<file path="config.mk">
export PLATFORM = sky130hd
export DESIGN_NAME = cpu_cu
export DESIGN_NICKNAME = d
export VERILOG_FILES = /design/src/verilog/isa_pkg.sv /design/src/verilog/cu_pkg.sv /design/src/verilog/cpu_cu.sv /design/src/verilog/ctrl_gen.sv /design/src/verilog/cu_sequencer.sv /design/src/verilog/instr_decoder.sv
export SDC_FILE = /design/constraint.sdc
export NUM_CORES = 1
export LEC_CHECK = 0
export BUFFER_PORTS_ARGS = -buffer_cell sky130_fd_sc_hd__buf_2
export CORE_AREA = 2 2 47 49
export CTS_CLUSTER_DIAMETER = 200
export DETAILED_ROUTE_END_ITERATION = 12
export DIE_AREA = 0 0 49 51
export GPL_TIMING_DRIVEN = 0
export HOLD_SLACK_MARGIN = 0.1
export PLACE_DENSITY = 0.81
export SLEW_MARGIN = 15
export SYNTH_ARGS = -nofsm -noshare
export SYNTH_HDL_FRONTEND = slang
export SYNTH_SLANG_ARGS = --single-unit
</file>
<file path="constraint.sdc">
create_clock -name clk -period 3.2 [get_ports clk]
set_clock_uncertainty 0.2 [all_clocks]
set_input_delay 0.16 -clock clk [delete_from_list [all_inputs] [get_ports clk]]
set_output_delay 0.16 -clock clk [all_outputs]
set_load 0.03 [all_outputs]
</file>
<file path="src/verilog/isa_pkg.sv">
package isa_pkg;

    typedef logic [4:0] opcode_t;     // upper five bits of the instruction word
    typedef logic [2:0] reg_addr_t;   // register field, lower three bits
    typedef logic [3:0] alu_op_t;     // operation code sent to the ALU

    // opcodes, values fixed by the ISA
    localparam opcode_t OP_ADD    = 5'b00001;
    localparam opcode_t OP_SUB    = 5'b00010;
    localparam opcode_t OP_LD     = 5'b00011;  // ram[operand] to register
    localparam opcode_t OP_ST     = 5'b00100;  // register to ram[operand]
    localparam opcode_t OP_LDC    = 5'b00101;  // constant from rom
    localparam opcode_t OP_JMP    = 5'b00110;  // jump when zero flag set
    localparam opcode_t OP_AND    = 5'b00111;
    localparam opcode_t OP_OR     = 5'b01000;
    localparam opcode_t OP_JC     = 5'b01001;  // jump when carry flag set
    localparam opcode_t OP_ADC    = 5'b01010;
    localparam opcode_t OP_XOR    = 5'b01011;
    localparam opcode_t OP_NOT    = 5'b01100;
    localparam opcode_t OP_SHL    = 5'b01101;
    localparam opcode_t OP_SHR    = 5'b01110;
    localparam opcode_t OP_LD_IND = 5'b01111;  // ram[b] to register
    localparam opcode_t OP_INC_B  = 5'b10000;
    localparam opcode_t OP_ADD_A  = 5'b10001;  // acc plus a
    localparam opcode_t OP_DJNZ   = 5'b10010;  // decrement count, jump if not zero
    localparam opcode_t OP_HALT   = 5'b10111;
    localparam opcode_t OP_ST_IND = 5'b11000;  // register to ram[b]

    // register file addresses
    localparam reg_addr_t REG_A     = 3'b001;
    localparam reg_addr_t REG_B     = 3'b010;
    localparam reg_addr_t REG_ACC   = 3'b011;
    localparam reg_addr_t REG_COUNT = 3'b100;

    // ALU operations
    localparam alu_op_t ALU_NONE = 4'b0000;
    localparam alu_op_t ALU_ADD  = 4'b0001;
    localparam alu_op_t ALU_SUB  = 4'b0010;
    localparam alu_op_t ALU_AND  = 4'b0011;
    localparam alu_op_t ALU_OR   = 4'b0100;
    localparam alu_op_t ALU_ADC  = 4'b0101;
    localparam alu_op_t ALU_XOR  = 4'b0110;
    localparam alu_op_t ALU_SHL  = 4'b0111;
    localparam alu_op_t ALU_SHR  = 4'b1000;
    localparam alu_op_t ALU_NOTA = 4'b1001;  // invert register a
    localparam alu_op_t ALU_NOTB = 4'b1010;  // invert register b

    typedef struct packed {
        opcode_t   opcode;
        reg_addr_t reg_addr;
    } instr_t;

endpackage
</file>
<file path="src/verilog/cu_pkg.sv">
package cu_pkg;

    typedef enum logic [4:0] {
        FETCH_OPCODE  = 5'b00000,  // rom word into ir, pc advances
        DECODE        = 5'b00001,
        FETCH_OPERAND = 5'b00010,  // operand byte from rom
        EXECUTE_LD    = 5'b00011,
        EXECUTE_ST    = 5'b00100,
        EXECUTE_LDC   = 5'b00101,
        EXECUTE_ADD   = 5'b00110,
        EXECUTE_JMP   = 5'b00111,
        EXECUTE_SUB   = 5'b01000,
        EXECUTE_AND   = 5'b01001,
        EXECUTE_OR    = 5'b01010,
        EXECUTE_ADC   = 5'b01011,
        EXECUTE_XOR   = 5'b01100,
        EXECUTE_SHL   = 5'b01101,
        EXECUTE_SHR   = 5'b01110,
        EXECUTE_NOT   = 5'b01111,
        EXECUTE_JC    = 5'b10000,
        EXECUTE_DJNZ  = 5'b10101,
        HALTED        = 5'b10110,  // held until reset
        WRITE_BACK    = 5'b10111
    } cu_state_t;

    typedef logic [1:0] alu_in_sel_t;
    typedef logic [1:0] wb_src_t;
    typedef logic [1:0] addr_sel_t;
    typedef logic [1:0] st_src_t;
    typedef logic [1:0] reg_sel_t;

    localparam alu_in_sel_t ALU_IN_RDA_RDB   = 2'd0;
    localparam alu_in_sel_t ALU_IN_RDB_ONE   = 2'd1;
    localparam alu_in_sel_t ALU_IN_ACC_A     = 2'd2;
    localparam alu_in_sel_t ALU_IN_COUNT_ONE = 2'd3;

    localparam wb_src_t WB_RAM = 2'd0;  // ram data out
    localparam wb_src_t WB_ROM = 2'd1;  // constant on rom data out
    localparam wb_src_t WB_ALU = 2'd2;

    localparam addr_sel_t ADDR_OPERAND = 2'd0;
    localparam addr_sel_t ADDR_RDB     = 2'd1;

    localparam st_src_t ST_A   = 2'd0;
    localparam st_src_t ST_B   = 2'd1;
    localparam st_src_t ST_ACC = 2'd3;

    localparam reg_sel_t RSEL_A     = 2'd0;
    localparam reg_sel_t RSEL_B     = 2'd1;
    localparam reg_sel_t RSEL_ACC   = 2'd2;
    localparam reg_sel_t RSEL_COUNT = 2'd3;

    typedef struct packed {
        cu_state_t        after_decode;
        cu_state_t        after_operand;
        logic             loops_back;  // djnz returns to operand fetch
        isa_pkg::alu_op_t ope;
        alu_in_sel_t      alu_in_sel;
        wb_src_t          wb_src;
        addr_sel_t        addr_sel;
        st_src_t          st_src;
        reg_sel_t         reg_sel;
    } dec_t;

    typedef struct packed {
        logic             load_ir;
        logic             load_rom;
        logic             increment;
        logic             jumper;
        logic             we;
        logic             mem_enable;
        isa_pkg::alu_op_t ope;
        reg_sel_t         reg_sel;
        wb_src_t          reg_write_source_sel;
        st_src_t          ram_read_source_sel;
        addr_sel_t        adress_sel;
        alu_in_sel_t      alu_input_sel;
    } cu_ctrl_t;

endpackage

</file>
<file path="src/verilog/cpu_cu.sv">
`timescale 1ns/1ns

module cpu_cu (
    input  logic             clk,
    input  logic             reset,
    input  isa_pkg::instr_t  ir,      // held by the external ir register
    input  logic             z_flag,
    input  logic             c_flag,
    output cu_pkg::cu_ctrl_t ctrl
);
    import cu_pkg::*;

    dec_t      dec;
    cu_state_t state;

    instr_decoder u_decoder (
        .ir  (ir),
        .dec (dec)
    );

    cu_sequencer u_sequencer (
        .clk   (clk),
        .reset (reset),
        .dec   (dec),
        .state (state)
    );

    ctrl_gen u_ctrl_gen (
        .state  (state),
        .dec    (dec),
        .z_flag (z_flag),
        .c_flag (c_flag),
        .ctrl   (ctrl)
    );

endmodule

</file>
<file path="src/verilog/ctrl_gen.sv">
`timescale 1ns/1ns

module ctrl_gen (
    input  cu_pkg::cu_state_t state,
    input  cu_pkg::dec_t      dec,
    input  logic              z_flag,
    input  logic              c_flag,
    output cu_pkg::cu_ctrl_t  ctrl
);
    import cu_pkg::*;

    always_comb begin
        ctrl = '0;

        case (state)
            FETCH_OPCODE : begin
                ctrl.load_rom  = 1'b1;
                ctrl.load_ir   = 1'b1;
                ctrl.increment = 1'b1;
            end

            FETCH_OPERAND : begin
                ctrl.load_rom  = 1'b1;  // operand byte, ir keeps the opcode
                ctrl.increment = 1'b1;
            end

            EXECUTE_ADD,
            EXECUTE_SUB,
            EXECUTE_AND,
            EXECUTE_OR,
            EXECUTE_ADC,
            EXECUTE_XOR,
            EXECUTE_SHL,
            EXECUTE_SHR,
            EXECUTE_NOT : begin
                ctrl.ope           = dec.ope;
                ctrl.alu_input_sel = dec.alu_in_sel;
            end

            EXECUTE_ST : begin
                ctrl.mem_enable          = 1'b1;
                ctrl.ram_read_source_sel = dec.st_src;
                ctrl.adress_sel          = dec.addr_sel;  // operand or b
            end

            EXECUTE_JMP : begin
                ctrl.jumper = z_flag;
            end

            EXECUTE_JC : begin
                ctrl.jumper = c_flag;
            end

            EXECUTE_DJNZ : begin
                ctrl.jumper = ~z_flag;  // flag comes from the count decrement
            end

            WRITE_BACK : begin
                ctrl.we                   = 1'b1;
                ctrl.reg_sel              = dec.reg_sel;
                ctrl.reg_write_source_sel = dec.wb_src;
                ctrl.adress_sel           = dec.addr_sel;
            end

            // decode, ld and ldc execute and halted drive nothing
            default : begin
                ctrl = '0;
            end
        endcase
    end

endmodule

</file>
<file path="src/verilog/cu_sequencer.sv">
`timescale 1ns/1ns

module cu_sequencer (
    input  logic              clk,
    input  logic              reset,
    input  cu_pkg::dec_t      dec,
    output cu_pkg::cu_state_t state
);
    import cu_pkg::*;

    cu_state_t state_next;

    always_comb begin
        state_next = FETCH_OPCODE;
        case (state)
            FETCH_OPCODE : begin
                state_next = DECODE;
            end
            DECODE : begin
                state_next = dec.after_decode;
            end
            FETCH_OPERAND : begin
                state_next = dec.after_operand;
            end
            EXECUTE_ADD,
            EXECUTE_SUB,
            EXECUTE_AND,
            EXECUTE_OR,
            EXECUTE_ADC,
            EXECUTE_XOR,
            EXECUTE_SHL,
            EXECUTE_SHR,
            EXECUTE_NOT,
            EXECUTE_LD,
            EXECUTE_LDC : begin
                state_next = WRITE_BACK;  // result lands in the register file
            end
            EXECUTE_ST,
            EXECUTE_JMP,
            EXECUTE_JC,
            EXECUTE_DJNZ : begin
                state_next = FETCH_OPCODE;
            end
            WRITE_BACK : begin
                if (dec.loops_back) begin
                    state_next = FETCH_OPERAND;  // djnz still needs its target
                end else begin
                    state_next = FETCH_OPCODE;
                end
            end
            HALTED : begin
                state_next = HALTED;
            end
            default : begin
                state_next = FETCH_OPCODE;
            end
        endcase
    end

    always_ff @(posedge clk) begin
        if (reset) begin
            state <= FETCH_OPCODE;
        end else begin
            state <= state_next;
        end
    end

endmodule

</file>
<file path="src/verilog/instr_decoder.sv">
`timescale 1ns/1ns

module instr_decoder (
    input  isa_pkg::instr_t ir,
    output cu_pkg::dec_t    dec
);
    import isa_pkg::*;
    import cu_pkg::*;

    always_comb begin
        dec = '0;
        dec.after_decode  = FETCH_OPCODE;  // unknown opcodes fall back to fetch
        dec.after_operand = FETCH_OPCODE;
        dec.ope           = ALU_NONE;
        dec.alu_in_sel    = ALU_IN_RDA_RDB;
        dec.wb_src        = WB_ALU;
        dec.addr_sel      = ADDR_OPERAND;

        case (ir.opcode)
            OP_ADD : begin
                dec.after_decode = EXECUTE_ADD;
                dec.ope          = ALU_ADD;
            end
            OP_INC_B : begin
                dec.after_decode = EXECUTE_ADD;
                dec.ope          = ALU_ADD;
                dec.alu_in_sel   = ALU_IN_RDB_ONE;
            end
            OP_ADD_A : begin
                dec.after_decode = EXECUTE_ADD;
                dec.ope          = ALU_ADD;
                dec.alu_in_sel   = ALU_IN_ACC_A;
            end
            OP_SUB : begin
                dec.after_decode = EXECUTE_SUB;
                dec.ope          = ALU_SUB;
            end
            OP_DJNZ : begin
                dec.after_decode  = EXECUTE_SUB;  // count minus one first
                dec.after_operand = EXECUTE_DJNZ;
                dec.loops_back    = 1'b1;
                dec.ope           = ALU_SUB;
                dec.alu_in_sel    = ALU_IN_COUNT_ONE;
            end
            OP_AND : begin
                dec.after_decode = EXECUTE_AND;
                dec.ope          = ALU_AND;
            end
            OP_OR : begin
                dec.after_decode = EXECUTE_OR;
                dec.ope          = ALU_OR;
            end
            OP_ADC : begin
                dec.after_decode = EXECUTE_ADC;
                dec.ope          = ALU_ADC;
            end
            OP_XOR : begin
                dec.after_decode = EXECUTE_XOR;
                dec.ope          = ALU_XOR;
            end
            OP_SHL : begin
                dec.after_decode = EXECUTE_SHL;
                dec.ope          = ALU_SHL;
            end
            OP_SHR : begin
                dec.after_decode = EXECUTE_SHR;
                dec.ope          = ALU_SHR;
            end
            OP_NOT : begin
                dec.after_decode = EXECUTE_NOT;
                if (ir.reg_addr == REG_A) begin
                    dec.ope = ALU_NOTA;
                end else if (ir.reg_addr == REG_B) begin
                    dec.ope = ALU_NOTB;
                end
            end
            OP_LD : begin
                dec.after_decode  = FETCH_OPERAND;
                dec.after_operand = EXECUTE_LD;
                dec.wb_src        = WB_RAM;
            end
            OP_LD_IND : begin
                dec.after_decode = EXECUTE_LD;  // address already in b, no operand
                dec.wb_src       = WB_RAM;
                dec.addr_sel     = ADDR_RDB;
            end
            OP_LDC : begin
                dec.after_decode  = FETCH_OPERAND;
                dec.after_operand = EXECUTE_LDC;
                dec.wb_src        = WB_ROM;
            end
            OP_ST : begin
                dec.after_decode  = FETCH_OPERAND;
                dec.after_operand = EXECUTE_ST;
            end
            OP_ST_IND : begin
                dec.after_decode = EXECUTE_ST;
                dec.addr_sel     = ADDR_RDB;
            end
            OP_JMP : begin
                dec.after_decode  = FETCH_OPERAND;
                dec.after_operand = EXECUTE_JMP;
            end
            OP_JC : begin
                dec.after_decode  = FETCH_OPERAND;
                dec.after_operand = EXECUTE_JC;
            end
            OP_HALT : begin
                dec.after_decode = HALTED;
            end
            default : begin
                dec.after_decode = FETCH_OPCODE;
            end
        endcase

        case (ir.reg_addr)
            REG_A     : dec.reg_sel = RSEL_A;
            REG_B     : dec.reg_sel = RSEL_B;
            REG_ACC   : dec.reg_sel = RSEL_ACC;
            REG_COUNT : dec.reg_sel = RSEL_COUNT;
            default   : dec.reg_sel = RSEL_A;
        endcase

        case (ir.reg_addr)
            REG_B   : dec.st_src = ST_B;
            REG_ACC : dec.st_src = ST_ACC;
            default : dec.st_src = ST_A;
        endcase
    end

endmodule

</file>
# ---- Word level (Yosys, flattened, before mapping)
# Index checks and enable logic that the tools add are counted.
dict set report word_totals {
  reg_bits 5
  input_bits 12
  out_inout_bits 20
}
dict set report op_classes {
  eq_ne 43
  n_mux 23
  bitwise_logic 1
  reduce_logical 10
}
# op count
set ops {}
lappend ops {{$eq A5 B4 Y1 const B} 16}
lappend ops {{$pmux W5 S13} 1}
lappend ops {{$pmux W5 S6} 2}
lappend ops {{$eq A5 B5 Y1 const B} 9}
lappend ops {{$eq A5 B3 Y1 const B} 8}
lappend ops {{$pmux W4 S9} 1}
lappend ops {{$eq A5 B2 Y1 const B} 4}
lappend ops {{$mux W4} 4}
lappend ops {{$pmux W2 S3} 2}
lappend ops {{$reduce_or A11 Y1} 1}
lappend ops {{$eq A5 B1 Y1 const B} 2}
lappend ops {{$reduce_or A2 Y1} 5}
lappend ops {{$reduce_or A9 Y1} 1}
lappend ops {{$mux W2} 4}
lappend ops {{$pmux W2 S2} 2}
lappend ops {{$eq A3 B2 Y1 const B} 2}
lappend ops {{$mux W1} 6}
lappend ops {{$logic_not A5 Y1} 1}
lappend ops {{$reduce_or A5 Y1} 1}
lappend ops {{$eq A3 B1 Y1 const B} 1}
lappend ops {{$eq A3 B3 Y1 const B} 1}
lappend ops {{$pmux W1 S3} 1}
lappend ops {{$reduce_or A3 Y1} 1}
lappend ops {{$not A1 Y1} 1}

# ---- Logic depth before layout (Yosys ltp)
# Gate-level depths: netlist (run 1).
dict set report logic_depth {
  depth_word 5
  depth_mapped 6
  ltp_nobuf 5
}

# ---- Hierarchy
# A second synthesis (run 1) with hierarchy kept.
dict set report hier_totals {
  hier_cells 162
  area_unflattened_um2 1168.6
}
# module n_inst cells_each area_each_um2
set by_module_without_submodules {}
lappend by_module_without_submodules {instr_decoder 1 88 559.3}
lappend by_module_without_submodules {cu_sequencer 1 40 381.6}
lappend by_module_without_submodules {ctrl_gen 1 34 227.7}

# ---- Worst setup path after synthesis (run 1)
# Ideal clock, no wire load.
dict set report synth_path {
  path_kind {reg-to-output}
  startpoint {register u_sequencer.state[3]}
  endpoint {output port ctrl[2] in the netlist's numbering}
  t_arrival_ns 2.470
  required_ns 2.840
  path_slack_ns 0.370
  path_stages_with_launch 5
  cell_sequence {dfxtp_1 -> and2b_1 -> nor4b_1 -> o21ai_0 -> a21oi_1}
}
# item line_no
set synth_rtl {}
lappend synth_rtl {{start, declared} cu_sequencer.sv:7} ;# output cu_pkg::cu_state_t state
lappend synth_rtl {{start signal, assigned} cu_sequencer.sv:64} ;# state <= state_next;
lappend synth_rtl {{end, declared} cpu_cu.sv:9} ;# output cu_pkg::cu_ctrl_t ctrl

==> results.cfg, run 1 <==
[die]
fp.coreArea_mm2 = 0.00206
ios = 32
die_y_um = 51
initial_core_util = 0.498
rows = 17
die-area_mm2 = 0.00250
die_w_um = 49

[worst_setup_path]
cp.required_ns = 2.84
critPathTopFamily = buffers and inverters
cp_slowest_cell = dfxtp_1
cpPeakStageDelay_ns = 0.38
crit_path_start_kind = register
end_kind = primary output
crit_fanout = 10
crit_chain = clkbuf_1, nand4_1, inv_1, o21ai_0, a21oi_1, buf_2
path_buf_inv = 3
r2r-start = u_sequencer.state[1]$_SDFF_PP0_
cp.arrival_ns = 1.93
critical_path_class = reg2out
crit_start = u_sequencer.state[0]$_SDFF_PP0_

[layout]
multi_input_area_um2 = 827
largest_reg_flops = 5
syn2layout_area_growth_pct = 21.5
antenna_cells = 0
largest_register = u_sequencer.state
reg.largest.list = u_sequencer.state (5)
finalNetCount = 204
nFillCells = 227
regArea_um2 = 100
layout-drive-gt1-share = 0.236

[yosys]
synth-seq-cells = 5
syn_avg_cell_area_um2 = 6.59
ys_async_sr_fraction = 0
syn_inst = 156
synth-edff-count = 0
synth_top_flop_cell = dfxtp_1
synth_top_area_share = 0.0973
syn_nets = 168
ys_types = 48
yosysWarnings = 0
yosys.area.top_type = dfxtp_1
synth_area_leaders = dfxtp_1 (9.7%), o21ai_0 (5.8%), a21oi_1 (5.4%)
syn_area_mm2 = 0.00103
ys_seq_area_frac = 0.0973
synth_commonest_cells = nor2_1 (12), o21ai_0 (12), a21oi_1 (11), clkbuf_1 (9), a31oi_1 (7)

[outcome]
status = completed

[sta]
relSlewSlack = 0.427
fmax_mhz = 437
period_share = 0.716
hold_viol = 0
tightest_slew_ns = 0.852
finalSetupTns_ns = 0
slew_viol_final = 0
fin_crit_ns = 2.29
rsz0062_at_grt = false
setup_viol_count_final = 0

[drt]
vias_per_cell = 6.16
drc = 0
drt_first_pass_iters = 5
vias = 1348
ant_nets = 0
first_iter_violations = 40
wl_mm = 3.15
wl_per_cell_um = 14.4

[clock_tree]
cts_buffers = 3
ctsHtreeMaxLevel = 1
root_buffer = clkbuf_4
cts_buffer_depth = 2
cts.clk_slew.worst_paths_ns = 0.04
clock_latency_ns = 0.24
cts_tree = yes
clock-sinks = 5

[power_and_ir_drop]
pwr-share-clk = 0.129
power_frac_comb = 0.704
peakVddDrop_mv = 0.404
seq_power_share = 0.167
p_sw_mw = 0.286
power.leakage_nw = 0.527
p_sw_frac = 0.517
power_mw = 0.554
power_density_mw_per_mm2 = 443
p_int_mw = 0.268

[placed_design]
port_buffers = 30
place.gp.congestion = 0.888
dp_hpwl_mm = 2.40

[grt]
grt.total_usage = 0.254
grt_max_degree = 11
grt_pass1_vias = 1208
grt_pass1_wl_mm = 5.21
grt_antenna_before_repair = 0
overflow = 0

[min_path]
holdCritStartpoint = ir[6]
hold_path.class = in2reg

[flow_run]
maxCapViolCount = 0
-- metrics by stage --
step	setup slack, ns	hold slack, ns	std cells	cell area (um2)	utilization
after CTS	0.957	0.243	219	1250	0.606
final	0.909	0.257	219	1250	0.606
after global routing	0.738	0.296	219	1250	0.606
after detailed placement	1.15	0.170	214	1210	0.588
after floorplan	0.370	0.0324	156	1030	-
after global placement	1.21	0.166	214	1210	0.588
-- power groups by stage --
stage / Clock, mW / Sequential [mW] / Combinational, mW
after floorplan: 0 / 0.0891 / 0.293
after global placement: 0 / 0.0923 / 0.371
after detailed placement: 0 / 0.0929 / 0.383
after CTS: 0.0718 / 0.0919 / 0.385
after global routing: 0.0728 / 0.0932 / 0.424
final: 0.0717 / 0.0923 / 0.390
-- tightest hold or removal path, cell delays in order --
cell and delay [ns]:
buf_2 0.12, o32a_1 0.18, or4_1 0.11, a31oi_1 0.07
-- final timing paths --
check,slack [ns],depth (start not counted),endpoint
max reg2reg,1.07,5,u_sequencer.state[2]$_SDFF_PP0_
max,0.91,6,ctrl[2]
min,0.26,4,u_sequencer.state[4]$_SDFF_PP0_
min reg2reg,0.54,3,u_sequencer.state[4]$_SDFF_PP0_
-- routing by layer --
layer  track usage  vias to the layer above  part of all wire
met5             0                        -                 0
met3       0.00877                        8             0.054
li1              -                      653                 -
met1         0.298                      634              0.43
met4        0.0952                        0             0.019
met2         0.489                       53              0.50
-- final cells by class --
type                    instances  share of cell area
multi-input cells             128               0.662
repair buffers                 31               0.128
flip-flops and latches          5              0.0801
plain buffers                  17              0.0631
well taps                      28              0.0280
clock buffers                   4              0.0210
inverters                       6              0.0180
-- logic make-up (layout without fill, tap and decap cells) --
| logic type | Yosys count | in the layout | share of synthesized area |
|---|---|---|---|
| compound gates | 48 | 48 | 0.299 |
| xor+xnor | 6 | 6 | 0.0511 |
| buf+inv | 23 | 58 | 0.0985 |
| simple gates | 73 | 73 | 0.450 |
| flops | 5 | 5 | 0.0973 |
| other cells | 1 | 1 | 0.00365 |
-- placed cells by master (no fill, tap or decap), types with 3 or more instances in the layout --
cell type | netlist | final
nand3b_1 | 3 | 3
nor2b_1 | 5 | 5
nand2b_1 | 4 | 4
nand3_1 | 3 | 3
nand2_1 | 6 | 6
buf_2 | 6 | 36
nor4b_1 | 4 | 4
nor2_1 | 12 | 12
nand4_1 | 4 | 4
clkbuf_4 | 0 | 3
a31oi_1 | 7 | 7
dfxtp_1 | 5 | 5
inv_1 | 6 | 6
clkbuf_1 | 9 | 10
o21ai_0 | 12 | 12
nor3_1 | 4 | 4
xnor2_1 | 5 | 5
nor3b_1 | 6 | 6
a21oi_1 | 11 | 11
and3b_1 | 6 | 6
-- timing repair --
action / CTS / global route
setup buffers: 0 / 0
resized for setup: 0 / 0
endpoints found under the hold margin: 5 / 0
hold buffers: 1 / 0
Note: power is estimated with default switching activity, not from simulation.
==> run 2: changes to the inputs <==
CORE_AREA = 2 2 51 53   (was 2 2 47 49)
DIE_AREA = 0 0 53 55   (was 0 0 49 51)
PLACE_DENSITY = 0.73   (was 0.81)
clock period = 2.1 ns   (was 3.2 ns; I/O delays follow)
==> results.cfg, run 2 (same netlist as run 1, synthesis figures left out) <==
[drt]
ant_nets = 0
drt_first_pass_iters = 4
topRoutingLayerUsed = met4
route.met3.wl_um = 232
vias_per_cell = 6.05
wl_per_cell_um = 14.7
wl_met1_mm = 1.28
first_iter_violations = 45
drc = 0
dr_wl_met2_mm = 1.69
wl_mm = 3.26
vias = 1344

[worst_setup_path]
cpPeakStageDelay_ns = 0.37
path_buf_inv = 2
critPathTopFamily = simple AND/OR/NAND/NOR gates
r2r-start = u_sequencer.state[3]$_SDFF_PP0_
r2r_slack_ns = 0.26
reg2reg_depth = 3
crit_fanout = 7
cp.arrival_ns = 1.73
end_kind = primary output
cp.required_ns = 1.79
crit_path_start_kind = register
crit_chain = and2b_2, nand4_1, buf_4, nor4b_2, buf_2
timing.rr.end = u_sequencer.state[4]$_SDFF_PP0_
cp_slowest_cell = dfxtp_1
critical_path_class = reg2out

[die]
rows = 18
die-area_mm2 = 0.00292
initial_core_util = 0.435
die_y_um = 55
die_w_um = 53
ios = 32
fp.coreArea_mm2 = 0.00236

[sta]
hold_viol = 0
tightest_slew_ns = 0.502
fmax_mhz = 492
fin_crit_ns = 2.03
rsz0062_at_grt = true
setup_viol_count_final = 0
relSlewSlack = 0.662
period_share = 0.969
holdWs_ns = 0.199
slew_viol_final = 0
fin_ws_ns = 0.0658

[layout]
layout-drive-gt1-share = 0.302
postLayoutCoreUtil = 0.555
reg.largest.list = u_sequencer.state (5)
layout_common_cells = buf_2 (37), o21ai_0 (12), nor2_1 (12), a21oi_1 (11)
antenna_cells = 0
largest_register = u_sequencer.state
syn2layout_area_growth_pct = 27.6
instances_no_fill = 222
largest_reg_flops = 5
finalNetCount = 205
final_common_cell = buf_2

[placed_design]
pre_cts_ws_ns = 0.0956
place.gp.congestion = 0.872
dp_hpwl_mm = 2.39
placed_cells = 216
port_buffers = 30

[power_and_ir_drop]
seq_power_share = 0.178
power_frac_comb = 0.696
power_mw = 0.881
power_density_mw_per_mm2 = 671
power.leakage_nw = 0.548
p_sw_frac = 0.515
p_sw_mw = 0.454
p_int_mw = 0.427
pwr-share-clk = 0.126
peakVddDrop_mv = 0.621

[clock_tree]
cts_buffer_depth = 2
ctsHtreeMaxLevel = 1
clock-sinks = 5
root_buffer = clkbuf_4
cts_buffers = 3
clock_latency_ns = 0.24
cts.clk_slew.worst_paths_ns = 0.05
cts_tree = yes

[grt]
grt.total_usage = 0.221
grt_max_degree = 11
overflow = 0
grt_pass1_vias = 1099
grt_antenna_before_repair = 0
grt_pass1_wl_mm = 4.85

[min_path]
holdPathStages = 4
holdCritStartpoint = ir[6]
min_to = u_sequencer.state[4]$_SDFF_PP0_
hold_path.class = in2reg

[flow_run]
maxCapViolCount = 0

[outcome]
status = completed
-- run 2: cell count changes in the layout (fill, tap and decap cells not counted), moves of 2 or more --
cell,previous run,this run
nor4b_1,4,1
clkbuf_1,10,6
nor4b_2,0,2
buf_4,2,5
-- run 2: metal layers --
metal / GRT usage / vias up
met2: 0.398 / 69
met4: 0.0940 / 0
met1: 0.276 / 608
met5: 0 / -
met3: 0.00806 / 12
li1: - / 655
-- run 2: what timing repair did --
action                                 in CTS  in global routing
pin swaps                                   0                  1
hold buffers                                1                  0
setup endpoints to repair                   6                  7
endpoints found under the hold margin       5                  0
gates resized for setup                     2                 11
setup buffers                               0                  2
-- run 2: power groups by stage --
stage          Sequential (mW)  Clock [mW]  Combinational [mW]
6_report                 0.157       0.111               0.613
5_1_grt                  0.162       0.119               0.671
4_1_cts                  0.155       0.113               0.595
3_5_place_dp             0.143           0               0.603
3_3_place_gp             0.141           0               0.588
2_1_floorplan            0.136           0               0.464
-- run 2: worst reg2reg max path, cell delays in order (launching register included) --
cell,delay (ns)
dfxtp_1,0.37
or4_4,0.56
or4_1,0.48
a31oi_1,0.16
-- run 2: final cells by class --
type | count | area, um2
Fill cell | 247 | 1050
Multi-Input combinational cell | 128 | 868
Timing Repair Buffer | 33 | 175
Sequential cell | 5 | 101
Buffer | 16 | 81.3
Tap cell | 30 | 37.5
Clock buffer | 4 | 26.3
Inverter | 6 | 22.5
-- run 2: metrics by stage --
| stage | setup TNS, ns | area, um2 |
|---|---|---|
| global placement | 0 | 1240 |
| global route | 0 | 1310 |
| floorplan | -0.0560 | 1060 |
| detailed placement | 0 | 1240 |
| CTS | 0 | 1280 |
| finish | 0 | 1310 |
-- run 2: worst max-delay path by stage --
stage | start | end | slack [ns] | cells after the start
2_1_floorplan | u_sequencer.state[0]$_SDFF_PP0_ | ctrl[2] | -0.06 | 5
3_3_place_gp | u_sequencer.state[1]$_SDFF_PP0_ | u_sequencer.state[2]$_SDFF_PP0_ | 0.02 | 5
3_5_place_dp | u_sequencer.state[1]$_SDFF_PP0_ | u_sequencer.state[2]$_SDFF_PP0_ | 0.1 | 5
4_1_cts | u_sequencer.state[1]$_SDFF_PP0_ | ctrl[13] | 0.008 | 5
5_1_grt | u_sequencer.state[3]$_SDFF_PP0_ | ctrl[6] | 0.001 | 5
6_report | u_sequencer.state[3]$_SDFF_PP0_ | ctrl[6] | 0.07 | 5
==> run 3: changes to the inputs <==
BUFFER_PORTS_ARGS = default   (was -buffer_cell sky130_fd_sc_hd__buf_2)
CORE_AREA = 2 2 46 48   (was 2 2 51 53)
DIE_AREA = 0 0 48 50   (was 0 0 53 55)
DONT_BUFFER_PORTS = 1   (was default)
PLACE_DENSITY = 0.72   (was 0.73)
==> results.cfg, run 3 (same netlist as run 1, synthesis figures left out) <==
[sta]
rsz0062_at_grt = true
holdWs_ns = 0.108
tightest_slew_ns = 0.619
fin_crit_ns = 2.06
fmax_mhz = 485
slew_viol_final = 0
period_share = 0.983
setup_viol_count_final = 0
relSlewSlack = 0.586
hold_viol = 0

[flow_run]
maxCapViolCount = 0

[layout]
antenna_cells = 0
finalNetCount = 181
reg.largest.list = u_sequencer.state (5)
layout_common_cells = o21ai_0 (11), nor2_1 (11), a21oi_1 (9), clkbuf_1 (7)
largest_reg_flops = 5
regArea_um2 = 105
syn2layout_area_growth_pct = 26.6
nFillCells = 162
layout-drive-gt1-share = 0.250
multi_input_area_um2 = 945
postLayoutCoreUtil = 0.685
largest_register = u_sequencer.state

[worst_setup_path]
critPathTopFamily = simple AND/OR/NAND/NOR gates
critical_path_class = reg2out
cpPeakStageDelay_ns = 0.53
cp_slowest_cell = nor4b_4
end_kind = primary output
cp.arrival_ns = 1.76
crit_fanout = 6
crit_path_start_kind = register
path_buf_inv = 0
crit_chain = and2b_2, nor4b_4, o21ai_2, a21oi_4
cp.required_ns = 1.79

[placed_design]
dp_hpwl_mm = 2.16
port_buffers = 0
place.gp.congestion = 0.914

[grt]
grt.total_usage = 0.272
overflow = 0
grt_max_degree = 11
grt_pass1_wl_mm = 4.91
grt_pass1_vias = 1123
grt_antenna_before_repair = 0

[die]
rows = 16
ios = 32
die_y_um = 50
fp.coreArea_mm2 = 0.00190
initial_core_util = 0.541
die_w_um = 48
die-area_mm2 = 0.00240

[power_and_ir_drop]
pwr-share-clk = 0.139
p_int_mw = 0.408
peakVddDrop_mv = 0.585
p_sw_frac = 0.525
power.leakage_nw = 0.450
p_sw_mw = 0.451
power_density_mw_per_mm2 = 659
power_frac_comb = 0.678
seq_power_share = 0.182

[drt]
drt_first_pass_iters = 4
wl_mm = 3.18
first_iter_violations = 41
ant_nets = 0
wl_per_cell_um = 16.3
vias = 1281
vias_per_cell = 6.57
drc = 0

[outcome]
status = completed

[clock_tree]
cts.clk_slew.worst_paths_ns = 0.05
ctsHtreeMaxLevel = 1
cts_tree = yes
clock_latency_ns = 0.26
root_buffer = clkbuf_4
cts_buffers = 3
clock-sinks = 5
cts_buffer_depth = 2

[min_path]
hold_path.class = in2reg
run 3: timing repair:
item	4_1_cts	5_1_grt
setup endpoints to repair	15	12
hold endpoints to repair	6	1
buffers inserted	2	1
gates resized for setup	22	11
pin swaps	4	3
hold buffers	6	1
run 3: layout make-up:
| class | instances | share of cell area |
|---|---|---|
| buffer | 16 | 0.0615 |
| sequential | 5 | 0.0807 |
| multi-input combinational | 128 | 0.725 |
| clock buffer | 4 | 0.0202 |
| timing repair buffer | 9 | 0.0692 |
| tap | 27 | 0.0259 |
| inverter | 6 | 0.0173 |
run 3: layer usage:
metal	vias up	share of wire	track usage
met5	-	0	0
met4	0	0.020	0.122
met3	8	0.055	0.00366
met2	53	0.51	0.456
met1	610	0.41	0.343
li1	610	-	-
run 3: final timing paths:
| path | from | end | slack, ns | cells past startpoint |
|---|---|---|---|---|
| worst max register to register | u_sequencer.state[2]$_SDFF_PP0_ | u_sequencer.state[0]$_SDFF_PP0_ | 0.27 | 5 |
| worst min-delay path | ir[3] | u_sequencer.state[4]$_SDFF_PP0_ | 0.11 | 4 |
| worst min register to register | u_sequencer.state[3]$_SDFF_PP0_ | u_sequencer.state[0]$_SDFF_PP0_ | 0.49 | 3 |
| worst max-delay path | u_sequencer.state[3]$_SDFF_PP0_ | ctrl[2] | 0.04 | 4 |
run 3: worst min-delay path, stage by stage:
cell and delay, ns:
nand2b_1 0.08, o32a_1 0.16, or4_1 0.10, a31oi_1 0.06
run 3: per-stage QoR:
stage | worst slack, ns | area, um2 | cells | power, mW | setup TNS [ns]
global route | -0.0264 | 1300 | 195 | 0.920 | -0.0674
CTS | 0.00507 | 1260 | 194 | 0.831 | 0
floorplan | -0.0560 | 1060 | 156 | 0.600 | -0.0560
detailed placement | -0.347 | 1090 | 183 | 0.678 | -0.491
finish | 0.0365 | 1300 | 195 | 0.859 | 0
global placement | -0.321 | 1090 | 183 | 0.668 | -0.416
run 3: power groups by stage:
stage	Clock, mW	Sequential, mW	Combinational (mW)
after global placement	0	0.140	0.528
final	0.120	0.156	0.582
after CTS	0.121	0.155	0.556
after global routing	0.126	0.162	0.632
after detailed placement	0	0.141	0.537
after floorplan	0	0.136	0.464
